<file path="config.mk">
export PLATFORM = sky130hd
export DESIGN_NAME = bank_htu_top
export DESIGN_NICKNAME = d
export VERILOG_FILES = /design/src/source/htu_pkg.sv /design/src/source/bank_htu_top.sv /design/src/source/htu_ctrl.sv /design/src/source/htu_set_entry.sv /design/src/source/htu_set_mux.sv
export SDC_FILE = /design/constraint.sdc
export NUM_CORES = 2
export LEC_CHECK = 0
export ABC_AREA = 0
export BUFFER_PORTS_ARGS = -buffer_cell sky130_fd_sc_hd__buf_4
export CAP_MARGIN = 20
export CORE_AREA = 2 2 549 551
export DETAILED_ROUTE_END_ITERATION = 16
export DIE_AREA = 0 0 551 553
export PLACE_DENSITY = 0.53
export SYNTH_ARGS = -nofsm -noshare
export SYNTH_HDL_FRONTEND = slang
export SYNTH_HIERARCHICAL = 1
export SYNTH_SLANG_ARGS = --single-unit
</file>
<file path="constraint.sdc">
create_clock -name clk_i -period 21.1 [get_ports clk_i]
set_input_delay 2.11 -clock clk_i [delete_from_list [all_inputs] [get_ports clk_i]]
set_output_delay 2.11 -clock clk_i [all_outputs]
set_load 0.1 [all_outputs]
</file>
<file path="src/source/htu_pkg.sv">
package htu_pkg;

  //--------------------------------------------------------------------------
  // cache bank geometry
  //--------------------------------------------------------------------------
  localparam int NUM_SETS = 8;
  localparam int NUM_WAYS = 8;

  localparam int SET_W = 3;
  localparam int WAY_W = 3;
  localparam int SET_WAY_W = SET_W + WAY_W;
  localparam int SET_WAY_OFS_W = SET_WAY_W + 1;

  // tag is addr[31:10], line address is addr[31:5]
  localparam int TAG_W = 22;
  localparam int LINE_ADDR_W = 27;

  localparam int CH_ID_W = 2;
  localparam int WBUF_ID_W = 8;

  //--------------------------------------------------------------------------
  // encodings
  //--------------------------------------------------------------------------
  // crossbar opcode
  typedef enum logic [1:0] {
    OP_READ  = 2'b00,
    OP_WRITE = 2'b01,
    OP_FLUSH = 2'b10,
    OP_INVAL = 2'b11
  } opcode_e;

  // state of one half line
  typedef enum logic [1:0] {
    ST_EMPTY = 2'b00,
    ST_CLEAN = 2'b01,
    ST_DIRTY = 2'b11
  } half_state_e;

  // index 1 is offset 1, index 0 is offset 0
  typedef half_state_e [1:0] half_pair_t;

endpackage

</file>
<file path="src/source/bank_htu_top.sv">
module bank_htu_top #(
  parameter int NUM_SETS = htu_pkg::NUM_SETS,
  parameter int NUM_WAYS = htu_pkg::NUM_WAYS
) (
  input  logic                              clk_i,
  input  logic                              rst_i,
  // crossbar request
  input  logic                              xbar_bank_htu_valid_i,
  output logic                              xbar_bank_htu_allowIn_o,
  input  logic [htu_pkg::CH_ID_W-1:0]       xbar_bank_htu_ch_id_i,
  input  logic [1:0]                        xbar_bank_htu_opcode_i,
  input  logic [31:4]                       xbar_bank_htu_addr_i,
  input  logic [htu_pkg::WBUF_ID_W-1:0]     xbar_bank_htu_wbuffer_id_i,
  // issue stage
  output logic                              htu_isu_need_linefill_o,
  output logic [htu_pkg::SET_W-1:0]         htu_isu_linefill_set_o,
  output logic [htu_pkg::WAY_W-1:0]         htu_isu_linefill_way_o,
  output logic                              htu_isu_valid_o,
  input  logic                              htu_isu_allowIn_i,
  output logic [htu_pkg::CH_ID_W-1:0]       htu_isu_ch_id_o,
  output logic [1:0]                        htu_isu_opcode_o,
  output logic [htu_pkg::SET_WAY_OFS_W-1:0] htu_isu_set_way_offset_o,
  output logic [htu_pkg::WBUF_ID_W-1:0]     htu_isu_wbuffer_id_o,
  output logic [1:0]                        htu_isu_cacheline_offset0_state_o,
  output logic [1:0]                        htu_isu_cacheline_offset1_state_o,
  // fill completion
  input  logic                              isu_htu_already_done_valid_i,
  input  logic [htu_pkg::SET_WAY_W-1:0]     isu_htu_set_way_i,
  // read-address channel
  output logic [htu_pkg::SET_WAY_W-1:0]     htu_biu_set_way_o,
  output logic                              htu_biu_arvalid_o,
  input  logic                              htu_biu_arready_i,
  output logic [htu_pkg::LINE_ADDR_W-1:0]   htu_biu_araddr_o
);

  htu_pkg::opcode_e             opcode;
  logic [htu_pkg::SET_W-1:0]    index;
  logic                         offset;
  logic [htu_pkg::TAG_W-1:0]    tag;
  logic [NUM_SETS-1:0]          index_dcd;
  logic [NUM_SETS-1:0]          set_update;
  logic [NUM_SETS-1:0]          set_fill;
  logic [NUM_SETS-1:0]          hit_arr;
  logic [htu_pkg::WAY_W-1:0]    way_arr [NUM_SETS];
  htu_pkg::half_pair_t          state_arr [NUM_SETS];
  logic                         evict_arr [NUM_SETS];
  logic [htu_pkg::WAY_W-1:0]    access_way;
  htu_pkg::half_pair_t          access_pair;
  htu_pkg::half_state_e         access_state;
  logic                         hit;
  logic                         need_evict;
  logic                         kickoff;
  logic                         is_write;
  logic                         state_we;

  //--------------------------------------------------------------------------
  // address split and set decode
  //--------------------------------------------------------------------------
  assign opcode = htu_pkg::opcode_e'(xbar_bank_htu_opcode_i);
  assign index  = xbar_bank_htu_addr_i[7:5];
  assign offset = xbar_bank_htu_addr_i[4];
  assign tag    = xbar_bank_htu_addr_i[31:10];

  // flush and invalidate pass through without touching the arrays
  assign state_we = kickoff &&
                    (opcode != htu_pkg::OP_FLUSH) && (opcode != htu_pkg::OP_INVAL);

  //--------------------------------------------------------------------------
  // set array
  //--------------------------------------------------------------------------
  for (genvar s = 0; s < NUM_SETS; s++) begin : g_set
    localparam logic [htu_pkg::SET_W-1:0] SET_ID = s;

    assign index_dcd[s]  = (index == SET_ID);
    assign set_update[s] = index_dcd[s] && state_we;
    assign set_fill[s]   = isu_htu_already_done_valid_i &&
                           (isu_htu_set_way_i[htu_pkg::SET_WAY_W-1:htu_pkg::WAY_W] == SET_ID);

    htu_set_entry #(
      .NUM_WAYS (NUM_WAYS)
    ) u_set_entry (
      .clk_i         (clk_i),
      .rst_i         (rst_i),
      .update_i      (set_update[s]),
      .is_write_i    (is_write),
      .tag_i         (tag),
      .offset_i      (offset),
      .fill_i        (set_fill[s]),
      .fill_way_i    (isu_htu_set_way_i[htu_pkg::WAY_W-1:0]),
      .hit_o         (hit_arr[s]),
      .access_way_o  (way_arr[s]),
      .half_states_o (state_arr[s]),
      .need_evict_o  (evict_arr[s])
    );
  end

  // only the indexed set may report a hit
  assign hit = |(hit_arr & index_dcd);

  htu_set_mux #(
    .NUM_SETS  (NUM_SETS),
    .payload_t (logic [htu_pkg::WAY_W-1:0])
  ) u_way_mux (
    .sel_i  (index),
    .data_i (way_arr),
    .data_o (access_way)
  );

  htu_set_mux #(
    .NUM_SETS  (NUM_SETS),
    .payload_t (htu_pkg::half_pair_t)
  ) u_state_mux (
    .sel_i  (index),
    .data_i (state_arr),
    .data_o (access_pair)
  );

  htu_set_mux #(
    .NUM_SETS  (NUM_SETS),
    .payload_t (logic)
  ) u_evict_mux (
    .sel_i  (index),
    .data_i (evict_arr),
    .data_o (need_evict)
  );

  assign access_state = access_pair[offset];

  htu_ctrl u_ctrl (
    .valid_i         (xbar_bank_htu_valid_i),
    .opcode_i        (opcode),
    .hit_i           (hit),
    .access_state_i  (access_state),
    .need_evict_i    (need_evict),
    .isu_allow_in_i  (htu_isu_allowIn_i),
    .ar_ready_i      (htu_biu_arready_i),
    .allow_in_o      (xbar_bank_htu_allowIn_o),
    .kickoff_o       (kickoff),
    .isu_valid_o     (htu_isu_valid_o),
    .isu_opcode_o    (htu_isu_opcode_o),
    .need_linefill_o (htu_isu_need_linefill_o),
    .ar_valid_o      (htu_biu_arvalid_o),
    .is_write_o      (is_write)
  );

  //--------------------------------------------------------------------------
  // outputs to issue stage and bus interface
  //--------------------------------------------------------------------------
  assign htu_isu_linefill_set_o   = index;
  assign htu_isu_linefill_way_o   = access_way;
  assign htu_isu_set_way_offset_o = {index, access_way, offset};
  assign htu_isu_ch_id_o          = xbar_bank_htu_ch_id_i;
  assign htu_isu_wbuffer_id_o     = xbar_bank_htu_wbuffer_id_i;

  assign htu_isu_cacheline_offset0_state_o = access_pair[0];
  assign htu_isu_cacheline_offset1_state_o = access_pair[1];

  assign htu_biu_set_way_o = {index, access_way};
  assign htu_biu_araddr_o  = xbar_bank_htu_addr_i[31:5];

endmodule

</file>
<file path="src/source/htu_ctrl.sv">
module htu_ctrl (
  input  logic                  valid_i,
  input  htu_pkg::opcode_e      opcode_i,
  input  logic                  hit_i,
  input  htu_pkg::half_state_e  access_state_i,
  input  logic                  need_evict_i,
  input  logic                  isu_allow_in_i,
  input  logic                  ar_ready_i,
  output logic                  allow_in_o,
  output logic                  kickoff_o,
  output logic                  isu_valid_o,
  output logic [1:0]            isu_opcode_o,
  output logic                  need_linefill_o,
  output logic                  ar_valid_o,
  output logic                  is_write_o
);

  logic is_read;
  logic half_empty;
  logic need_refill;
  logic ar_clear;

  //--------------------------------------------------------------------------
  // opcode decode
  //--------------------------------------------------------------------------
  // flush and invalidate only look up, they never refill
  assign is_read    = (opcode_i == htu_pkg::OP_READ);
  assign is_write_o = (opcode_i == htu_pkg::OP_WRITE);

  // refill on a miss, or on a hit whose accessed half holds no data
  assign half_empty  = (access_state_i == htu_pkg::ST_EMPTY);
  assign need_refill = is_read && (!hit_i || half_empty);

  // the read-address channel must take the refill in the same cycle
  assign ar_clear = !need_refill || ar_ready_i;

  //--------------------------------------------------------------------------
  // handshake strobes
  //--------------------------------------------------------------------------
  assign allow_in_o  = isu_allow_in_i && ar_clear;
  assign isu_valid_o = valid_i && ar_clear;
  assign kickoff_o   = valid_i && allow_in_o;

  // issue the read address only once the issue stage can also accept
  assign ar_valid_o = valid_i && need_refill && isu_allow_in_i;

  assign need_linefill_o = need_refill;

  // bit 1 flags a dirty victim, bit 0 flags a write
  assign isu_opcode_o = {need_evict_i, is_write_o};

endmodule

</file>
<file path="src/source/htu_set_entry.sv">
module htu_set_entry #(
  parameter int NUM_WAYS = htu_pkg::NUM_WAYS
) (
  input  logic                      clk_i,
  input  logic                      rst_i,
  input  logic                      update_i,
  input  logic                      is_write_i,
  input  logic [htu_pkg::TAG_W-1:0] tag_i,
  input  logic                      offset_i,
  input  logic                      fill_i,
  input  logic [htu_pkg::WAY_W-1:0] fill_way_i,
  output logic                      hit_o,
  output logic [htu_pkg::WAY_W-1:0] access_way_o,
  output htu_pkg::half_pair_t       half_states_o,
  output logic                      need_evict_o
);

  typedef logic [htu_pkg::WAY_W-1:0] way_t;

  logic [htu_pkg::TAG_W-1:0] tag_q [NUM_WAYS];
  logic [NUM_WAYS-1:0]       valid_q;
  htu_pkg::half_pair_t       state_q [NUM_WAYS];
  way_t                      victim_q;

  logic [NUM_WAYS-1:0] match;
  way_t                hit_way;
  logic                victim_dirty;
  logic                way_changes;
  logic                fill_blocked;
  htu_pkg::half_pair_t alloc_state;

  //--------------------------------------------------------------------------
  // lookup
  //--------------------------------------------------------------------------
  always_comb begin
    hit_way = '0;
    for (int w = 0; w < NUM_WAYS; w++) begin
      match[w] = valid_q[w] && (tag_q[w] == tag_i);
      if (match[w]) begin
        hit_way = way_t'(w);
      end
    end
  end

  assign hit_o        = |match;
  assign access_way_o = hit_o ? hit_way : victim_q;

  // on a miss this shows the victim's halves
  assign half_states_o = state_q[access_way_o];

  assign victim_dirty = (state_q[victim_q][0] == htu_pkg::ST_DIRTY) ||
                        (state_q[victim_q][1] == htu_pkg::ST_DIRTY);

  assign need_evict_o = !hit_o && valid_q[victim_q] && victim_dirty;

  //--------------------------------------------------------------------------
  // update
  //--------------------------------------------------------------------------
  // a read hit leaves the way alone, so a fill to it still lands
  assign way_changes  = update_i && (!hit_o || is_write_i);
  assign fill_blocked = way_changes && (access_way_o == fill_way_i);

  // new line: written half dirty, the rest waits for a fill
  always_comb begin
    alloc_state = '{default: htu_pkg::ST_EMPTY};
    if (is_write_i) begin
      alloc_state[offset_i] = htu_pkg::ST_DIRTY;
    end
  end

  always_ff @(posedge clk_i) begin
    if (rst_i) begin
      valid_q  <= '0;
      victim_q <= '0;
      for (int w = 0; w < NUM_WAYS; w++) begin
        state_q[w] <= '{default: htu_pkg::ST_EMPTY};
      end
    end else begin
      // linefill done, empty halves now hold clean data
      if (fill_i && !fill_blocked) begin
        for (int h = 0; h < 2; h++) begin
          if (state_q[fill_way_i][h] == htu_pkg::ST_EMPTY) begin
            state_q[fill_way_i][h] <= htu_pkg::ST_CLEAN;
          end
        end
      end

      if (update_i) begin
        if (hit_o) begin
          if (is_write_i) begin
            state_q[hit_way][offset_i] <= htu_pkg::ST_DIRTY;
          end
        end else begin
          valid_q[victim_q] <= 1'b1;
          state_q[victim_q] <= alloc_state;
          // round robin over the ways
          if (victim_q == way_t'(NUM_WAYS - 1)) begin
            victim_q <= '0;
          end else begin
            victim_q <= victim_q + 1'b1;
          end
        end
      end
    end
  end

  // tag storage
  always_ff @(posedge clk_i) begin
    if (update_i && !hit_o) begin
      tag_q[victim_q] <= tag_i;
    end
  end

endmodule

</file>
<file path="src/source/htu_set_mux.sv">
module htu_set_mux #(
  parameter int  NUM_SETS  = htu_pkg::NUM_SETS,
  parameter type payload_t = logic
) (
  input  logic [htu_pkg::SET_W-1:0] sel_i,
  input  payload_t                  data_i [NUM_SETS],
  output payload_t                  data_o
);

  // set 0 is the fallback for an index past NUM_SETS
  always_comb begin
    data_o = data_i[0];
    for (int s = 1; s < NUM_SETS; s++) begin
      if (int'(sel_i) == s) begin
        data_o = data_i[s];
      end
    end
  end

endmodule
</file>
# After elaboration in Yosys (flattened, before gate mapping)
# Memories as Yosys holds them, arrays and structs flattened. A register that Yosys moved wholly into a read port is not among the register bits.
# Cells that the tools add are included.
[op_classes]
eq_ne = 120
n_mux = 365
n_reduce_logical = 242
bitwise_logic = 17
magnitude_cmp = 18
n_addsub = 8
[ops]
columns = ["op", "count"]
rows = [
  ["22-bit == test", 64],
  ["3-bit 2-to-1 mux", 111],
  ["4-bit 2-to-1 mux", 56],
  ["1-bit 2-to-1 mux", 170],
  ["1-bit logical AND", 145],
  ["4-bit OR reduction", 24],
  ["8-bit OR reduction", 9],
  ["8-bit bitwise OR", 8],
  ["3-bit == test (second input constant)", 20],
  ["2-bit zero test", 18],
  ["2-bit == test (second input constant)", 16],
  ["3-bit by 4-bit less-than comparator with 1-bit output (second input constant)", 8],
  ["3-bit by 1-bit adder with 3-bit output (second input constant)", 8],
  ["1-bit binary-select mux with 3-bit select", 8],
  ["1-bit demux with 3-bit select", 8],
  ["3-bit == test", 8],
  ["3-bit by 1-bit greater-or-equal comparator with 1-bit output (second input constant)", 8],
  ["2-bit 2-to-1 mux", 11],
  ["3-bit by 2-bit == test with 1-bit output (second input constant)", 6],
  ["1-bit zero test", 18],
  ["1-bit logical OR", 18],
  ["2-bit AND reduction", 8],
  ["3-bit by 1-bit == test with 1-bit output (second input constant)", 3],
  ["8-bit bitwise AND", 1],
  ["other kinds (7)", 16],
]
[totals]
mem_count = 16
out_inout_bits = 66
elab_cells = 802
ff_bits = 88
inputBits = 52
ramBits = 1664
[memory_table]
columns = ["memory", "words", "word_bits", "read_ports", "rd_clocked_by_memory_dff", "wr", "line", "rtl"]
rows = [
  ["g_set[0].u_set_entry.tag_q", 8, 22, 8, 0, 1, "htu_set_entry.sv:20", "logic [htu_pkg::TAG_W-1:0] tag_q [NUM_WAYS];"],
  ["g_set[1].u_set_entry.tag_q", 8, 22, 8, 0, 1, "htu_set_entry.sv:20", ""],
  ["g_set[2].u_set_entry.tag_q", 8, 22, 8, 0, 1, "htu_set_entry.sv:20", ""],
  ["g_set[3].u_set_entry.tag_q", 8, 22, 8, 0, 1, "htu_set_entry.sv:20", ""],
  ["g_set[4].u_set_entry.tag_q", 8, 22, 8, 0, 1, "htu_set_entry.sv:20", ""],
  ["g_set[5].u_set_entry.tag_q", 8, 22, 8, 0, 1, "htu_set_entry.sv:20", ""],
  ["+10 memories", "-", "-", "-", "-", "-", "-", ""],
]

# Logic depth before layout (Yosys ltp)
# An unclocked memory read counts as a cell.
[logic_depth]
depth_word = 40
ltp_mapped = 28
depth_no_buf = 24

# Hierarchy
# The synthesis kept the hierarchy.
[by_module_without_submodules]
columns = ["module", "cells_each", "area_each_um2", "seq_area_each_um2", "n_inst"]
rows = [
  ["htu_set_entry at g_set[2].u_set_entry ...", 844, 11031.8, 6526.3, 6],
  ["htu_set_entry at g_set[1].u_set_entry", 844, 10862.9, 6526.3, 1],
  ["htu_set_entry at g_set[0].u_set_entry", 845, 10840.4, 6526.3, 1],
  ["bank_htu_top", 85, 619.3, 0.0, 1],
  ["htu_set_mux at u_state_mux", 30, 316.6, 0.0, 1],
  ["htu_set_mux at u_way_mux", 40, 296.5, 0.0, 1],
  ["htu_ctrl", 12, 85.1, 0.0, 1],
  ["htu_set_mux at u_evict_mux", 3, 63.8, 0.0, 1],
]

# Worst setup path before layout
# No wires, ideal clock.
[synth_path]
path_type = "input to register"
start = "input xbar_bank_htu_addr_i[14] in the netlist's numbering"
end = "memory g_set[1].u_set_entry/tag_q[2][0] in the netlist's numbering (enable)"
path_buffers = 4
required_time_ns = 20.631
cell_stages = 22
setup_time_ns = 0.469
setup_slack_ns = 9.001
arrival_ns = 11.630
cell_sequence = "clkbuf_1 > xor2_1 > or4_1 > nand4bb_1 > or4_4 > nand4_2 > clkbuf_1 > or2_2 > buf_2 > mux4_2 > mux2_2 > mux2i_1 > a311oi_1 > mux2_2 > o21ai_0 > a21oi_1 > or3b_1 > nor2_1 > inv_1 > or3_1 > clkbuf_1 > nor4b_1"
[synth_rtl]
columns = ["element", "line", "rtl"]
rows = [
  ["start: declaration", "bank_htu_top.sv:12", "input logic [31:4] xbar_bank_htu_addr_i,"],
  ["end: declaration", "htu_set_entry.sv:20", ""],
]

==> flow_summary.toml <==
[sta]
hold_ws_ns = 0.509
finalHoldViolations = 0
worstMarginPinSlew_ns = 1.09
slew_headroom = 0.276
fin_setup_tns_ns = 0
finalCriticalPeriod_ns = 11.65
rsz0062_at_grt = "no"
fin_crit_sh = 0.552
max_freq_ghz = 0.0859
setup_viol = 0
clock_skew_ns = 0.0980
drv_slew = 0

[cells_and_area]
nets = 7030
final_cells = 11100
drive_gt1_frac = 0.133
area_growth_pct = 12.9

[placed_design]
placed_cells_incl_taps = 10700
hpwl_um = 171000
gp_congestion = 0.931
port_buffers = 93

[clock_network]
cts.clk_slew.worst_paths_ns = 0.06
cts.sinks = 1776
cts_tree = "yes"
clock_latency_ns = 0.89
cts_hold_buf = 0
cts_max_path_buffers = 3
cts_resized = 0
cts_buffers = 198
h-tree-depth = 4
cts_setup_buffers = 0
cts-root-buf = "clkbuf_16"

[yosys]
synth_fp_nets = 6991
synth.area.top_cells = "edfxtp_1 (56%), xor2_1 (7.6%), xnor2_1 (6.0%), dfxtp_1 (2.5%), nand4_1 (2.2%)"
synth_top_cell_area_share = 0.560
netlist_instances = 6923
yosysWarnings = 6
synth_top_family_by_area = "XOR/XNOR gates"
synth_simple_gate_area_frac = 0.135
yosysSeqAreaShare = 0.585
synthXorXnorAreaFrac = 0.145
synth_edf_count = 1664
synthAdderAreaFrac = 0.00224
syn_area_sq_mm = 0.0893
yosysMostFrequentCell = "edfxtp_1"
ys_types = 95
ys_ff_latch = 1776
synthArstFlopShare = 0
avgSynthCellArea_sq_um = 12.9
ys_top_cells_by_count = "edfxtp_1 (1664), xor2_1 (773), xnor2_1 (611)"
ys.flop_type = "edfxtp_1"
synth_top_cell_by_area = "edfxtp_1"
synthMuxAreaShare = 0.0354
synth_compound_area_frac = 0.0654

[worst_setup_path]
crit_chain = "clkbuf_8, buf_4, buf_4, xnor2_1, nor4b_1, nand4_1, or3_1, nand4_1, nand2b_1, mux2i_1, mux2i_1, mux2_2, or3b_1, a221oi_2, a311oi_1, mux2_2, o21ai_0, a21boi_0, buf_4"
critPathBufInv = 4
worstSetupStartpointType = "input pin"
crit_arrival_ns = 9.54
critPathMaxFanout = 51
critical_path_class = "input pin to output pin"
cp-end-kind = "output pin"
critPathSlowestCell = "nand2b_1"
cpPeakStageDelay_ns = 0.89
crit_family = "simple AND/OR/NAND/NOR gates"
required_ns = 18.99
cpMostUsedCell = "buf_4"

[route]
vias_per_cell = 5.26
route.detailed.drc = 0
dr_total_vias = 58400
initialDrtViolationCount = 5801
drt_pass1_iterations = 8
avgRoutedWirePerCell_um = 24.1
totalWireLength_um = 267000
drtAntennaViolNets = 0

[run]
cap_violations = 0

[grt]
grt_max_degree = 71
grt-ovfl-total = 0
grt_pass1_wl_um = 393000
grtUsageTotal = 0.171
grt_pass1_vias = 58000
antenna_found_initial = 10

[power]
leakagePower_nw = 31.2
ir_drop_uv = 83.7
powerDensity_mw_per_mm2 = 79.0

[outcome]
status = "finished, final reports clean"

[floorplan]
die_area_sq_mm = 0.305
start_util = 0.299
fp.dieW_um = 551
boundaryPins = 118
core-area_sq_mm = 0.299
die_h_um = 553
rows = 201

[min_path]
hold_path.class = "flip-flop to flip-flop"
[sequential cells by signal, indices dropped and copies added (netlist names), named ones only]
register,cells
g_set.u_set_entry/tag_q,1408
g_set.u_set_entry/state_q,256
g_set.u_set_entry/valid_q,64
g_set.u_set_entry/victim_q,24
[kinds of logic (layout without fill, tap and decap cells)]
logic type / after synthesis / count (layout)
adder cells (fa/ha/maj): 16 / 16
flip-flops: 1776 / 1776
AO/OA/AOI/OAI: 821 / 821
AND/OR/NAND/NOR: 2149 / 2149
multiplexers: 262 / 262
XOR/XNOR: 1432 / 1432
buffers and inverters: 467 / 679
other: 0 / 1
[final cells by class]
class | instances | area [sq um]
Timing Repair Buffer | 250 | 2120
Clock buffer | 268 | 5530
Clock inverter | 105 | 1130
Inverter | 56 | 210
Sequential cell | 1776 | 52200
Multi-Input combinational cell | 4680 | 34600
Fill cell | 29400 | 198000
Antenna cell | 1 | 2.50
Tap cell | 3958 | 4950
[power breakdown]
group	internal (W)	switching (W)
sequential	0.00387	0.0000237
combinational	0.000162	0.000418
clock	0.00199	0.00149
total	0.00602	0.00193
[metrics by stage]
| stage | utilization | total power (W) | setup WS [ns] | area, sq um |
|---|---|---|---|---|
| global route | 0.337 | 0.00822 | 9.10 | 101000 |
| floorplan | - | 0.00434 | 9.00 | 89300 |
| global placement | 0.315 | 0.00455 | 9.24 | 94000 |
| CTS | 0.337 | 0.00804 | 9.38 | 101000 |
| detailed placement | 0.315 | 0.00455 | 9.16 | 94000 |
| finish | 0.337 | 0.00796 | 9.45 | 101000 |
[metal layers]
metal	vias to the layer above	GRT usage	part of all wire
met1	29700	0.237	0.45
met4	2	0.0528	0.030
met2	1940	0.274	0.46
met3	401	0.0246	0.056
met5	-	0	0.000045
li1	26300	-	-
[cells in the final DEF, fill, tap and decap left out, types with 29 or more instances in the layout]
| cell type | synthesis | routed |
|---|---|---|
| a21oi_1 | 61 | 61 |
| o21ai_2 | 42 | 42 |
| inv_1 | 48 | 48 |
| a221oi_1 | 32 | 32 |
| nand3_1 | 149 | 149 |
| xnor2_1 | 611 | 611 |
| nand2_1 | 356 | 356 |
| nor2_1 | 316 | 315 |
| clkbuf_1 | 111 | 44 |
| clkinv_2 | 0 | 43 |
| or2_2 | 40 | 40 |
| or4_1 | 35 | 35 |
| clkinv_1 | 7 | 29 |
| or3_1 | 81 | 81 |
| or3b_1 | 57 | 57 |
| o22ai_1 | 123 | 123 |
| a22oi_1 | 42 | 42 |
| dfxtp_1 | 112 | 112 |
| buf_4 | 84 | 214 |
| xor2_1 | 773 | 773 |
| clkbuf_8 | 0 | 33 |
| nor2b_1 | 41 | 40 |
| nand2b_1 | 62 | 62 |
| nand4_1 | 316 | 316 |
| nor3_2 | 3 | 44 |
| edfxtp_1 | 1664 | 1664 |
| xnor2_2 | 42 | 42 |
| or3b_2 | 53 | 53 |
| mux2i_1 | 187 | 187 |
| o21a_1 | 73 | 73 |
| nor3_1 | 149 | 108 |
| nor4_1 | 316 | 297 |
| clkbuf_16 | 0 | 203 |
| o21ai_0 | 115 | 115 |
| a31oi_1 | 65 | 65 |
| mux2_2 | 37 | 37 |
| o21ai_1 | 63 | 63 |
| mux4_2 | 34 | 34 |
| and3_1 | 47 | 47 |
[final timing paths]
| kind | from | endpoint | slack, ns | cells past startpoint |
|---|---|---|---|---|
| setup / recovery | xbar_bank_htu_addr_i[29] | htu_isu_valid_o | 9.45 | 19 |
| hold / removal | g_set[0].u_set_entry/valid_q[0] | g_set[0].u_set_entry/valid_q[0] | 0.51 | 1 |
| setup reg to reg | g_set[2].u_set_entry/tag_q[7][9] | g_set[0].u_set_entry/state_q[2][2] | 12.63 | 24 |
| hold reg to reg | g_set[0].u_set_entry/valid_q[0] | g_set[0].u_set_entry/valid_q[0] | 0.51 | 1 |
Power figures use the tool's default switching activity.
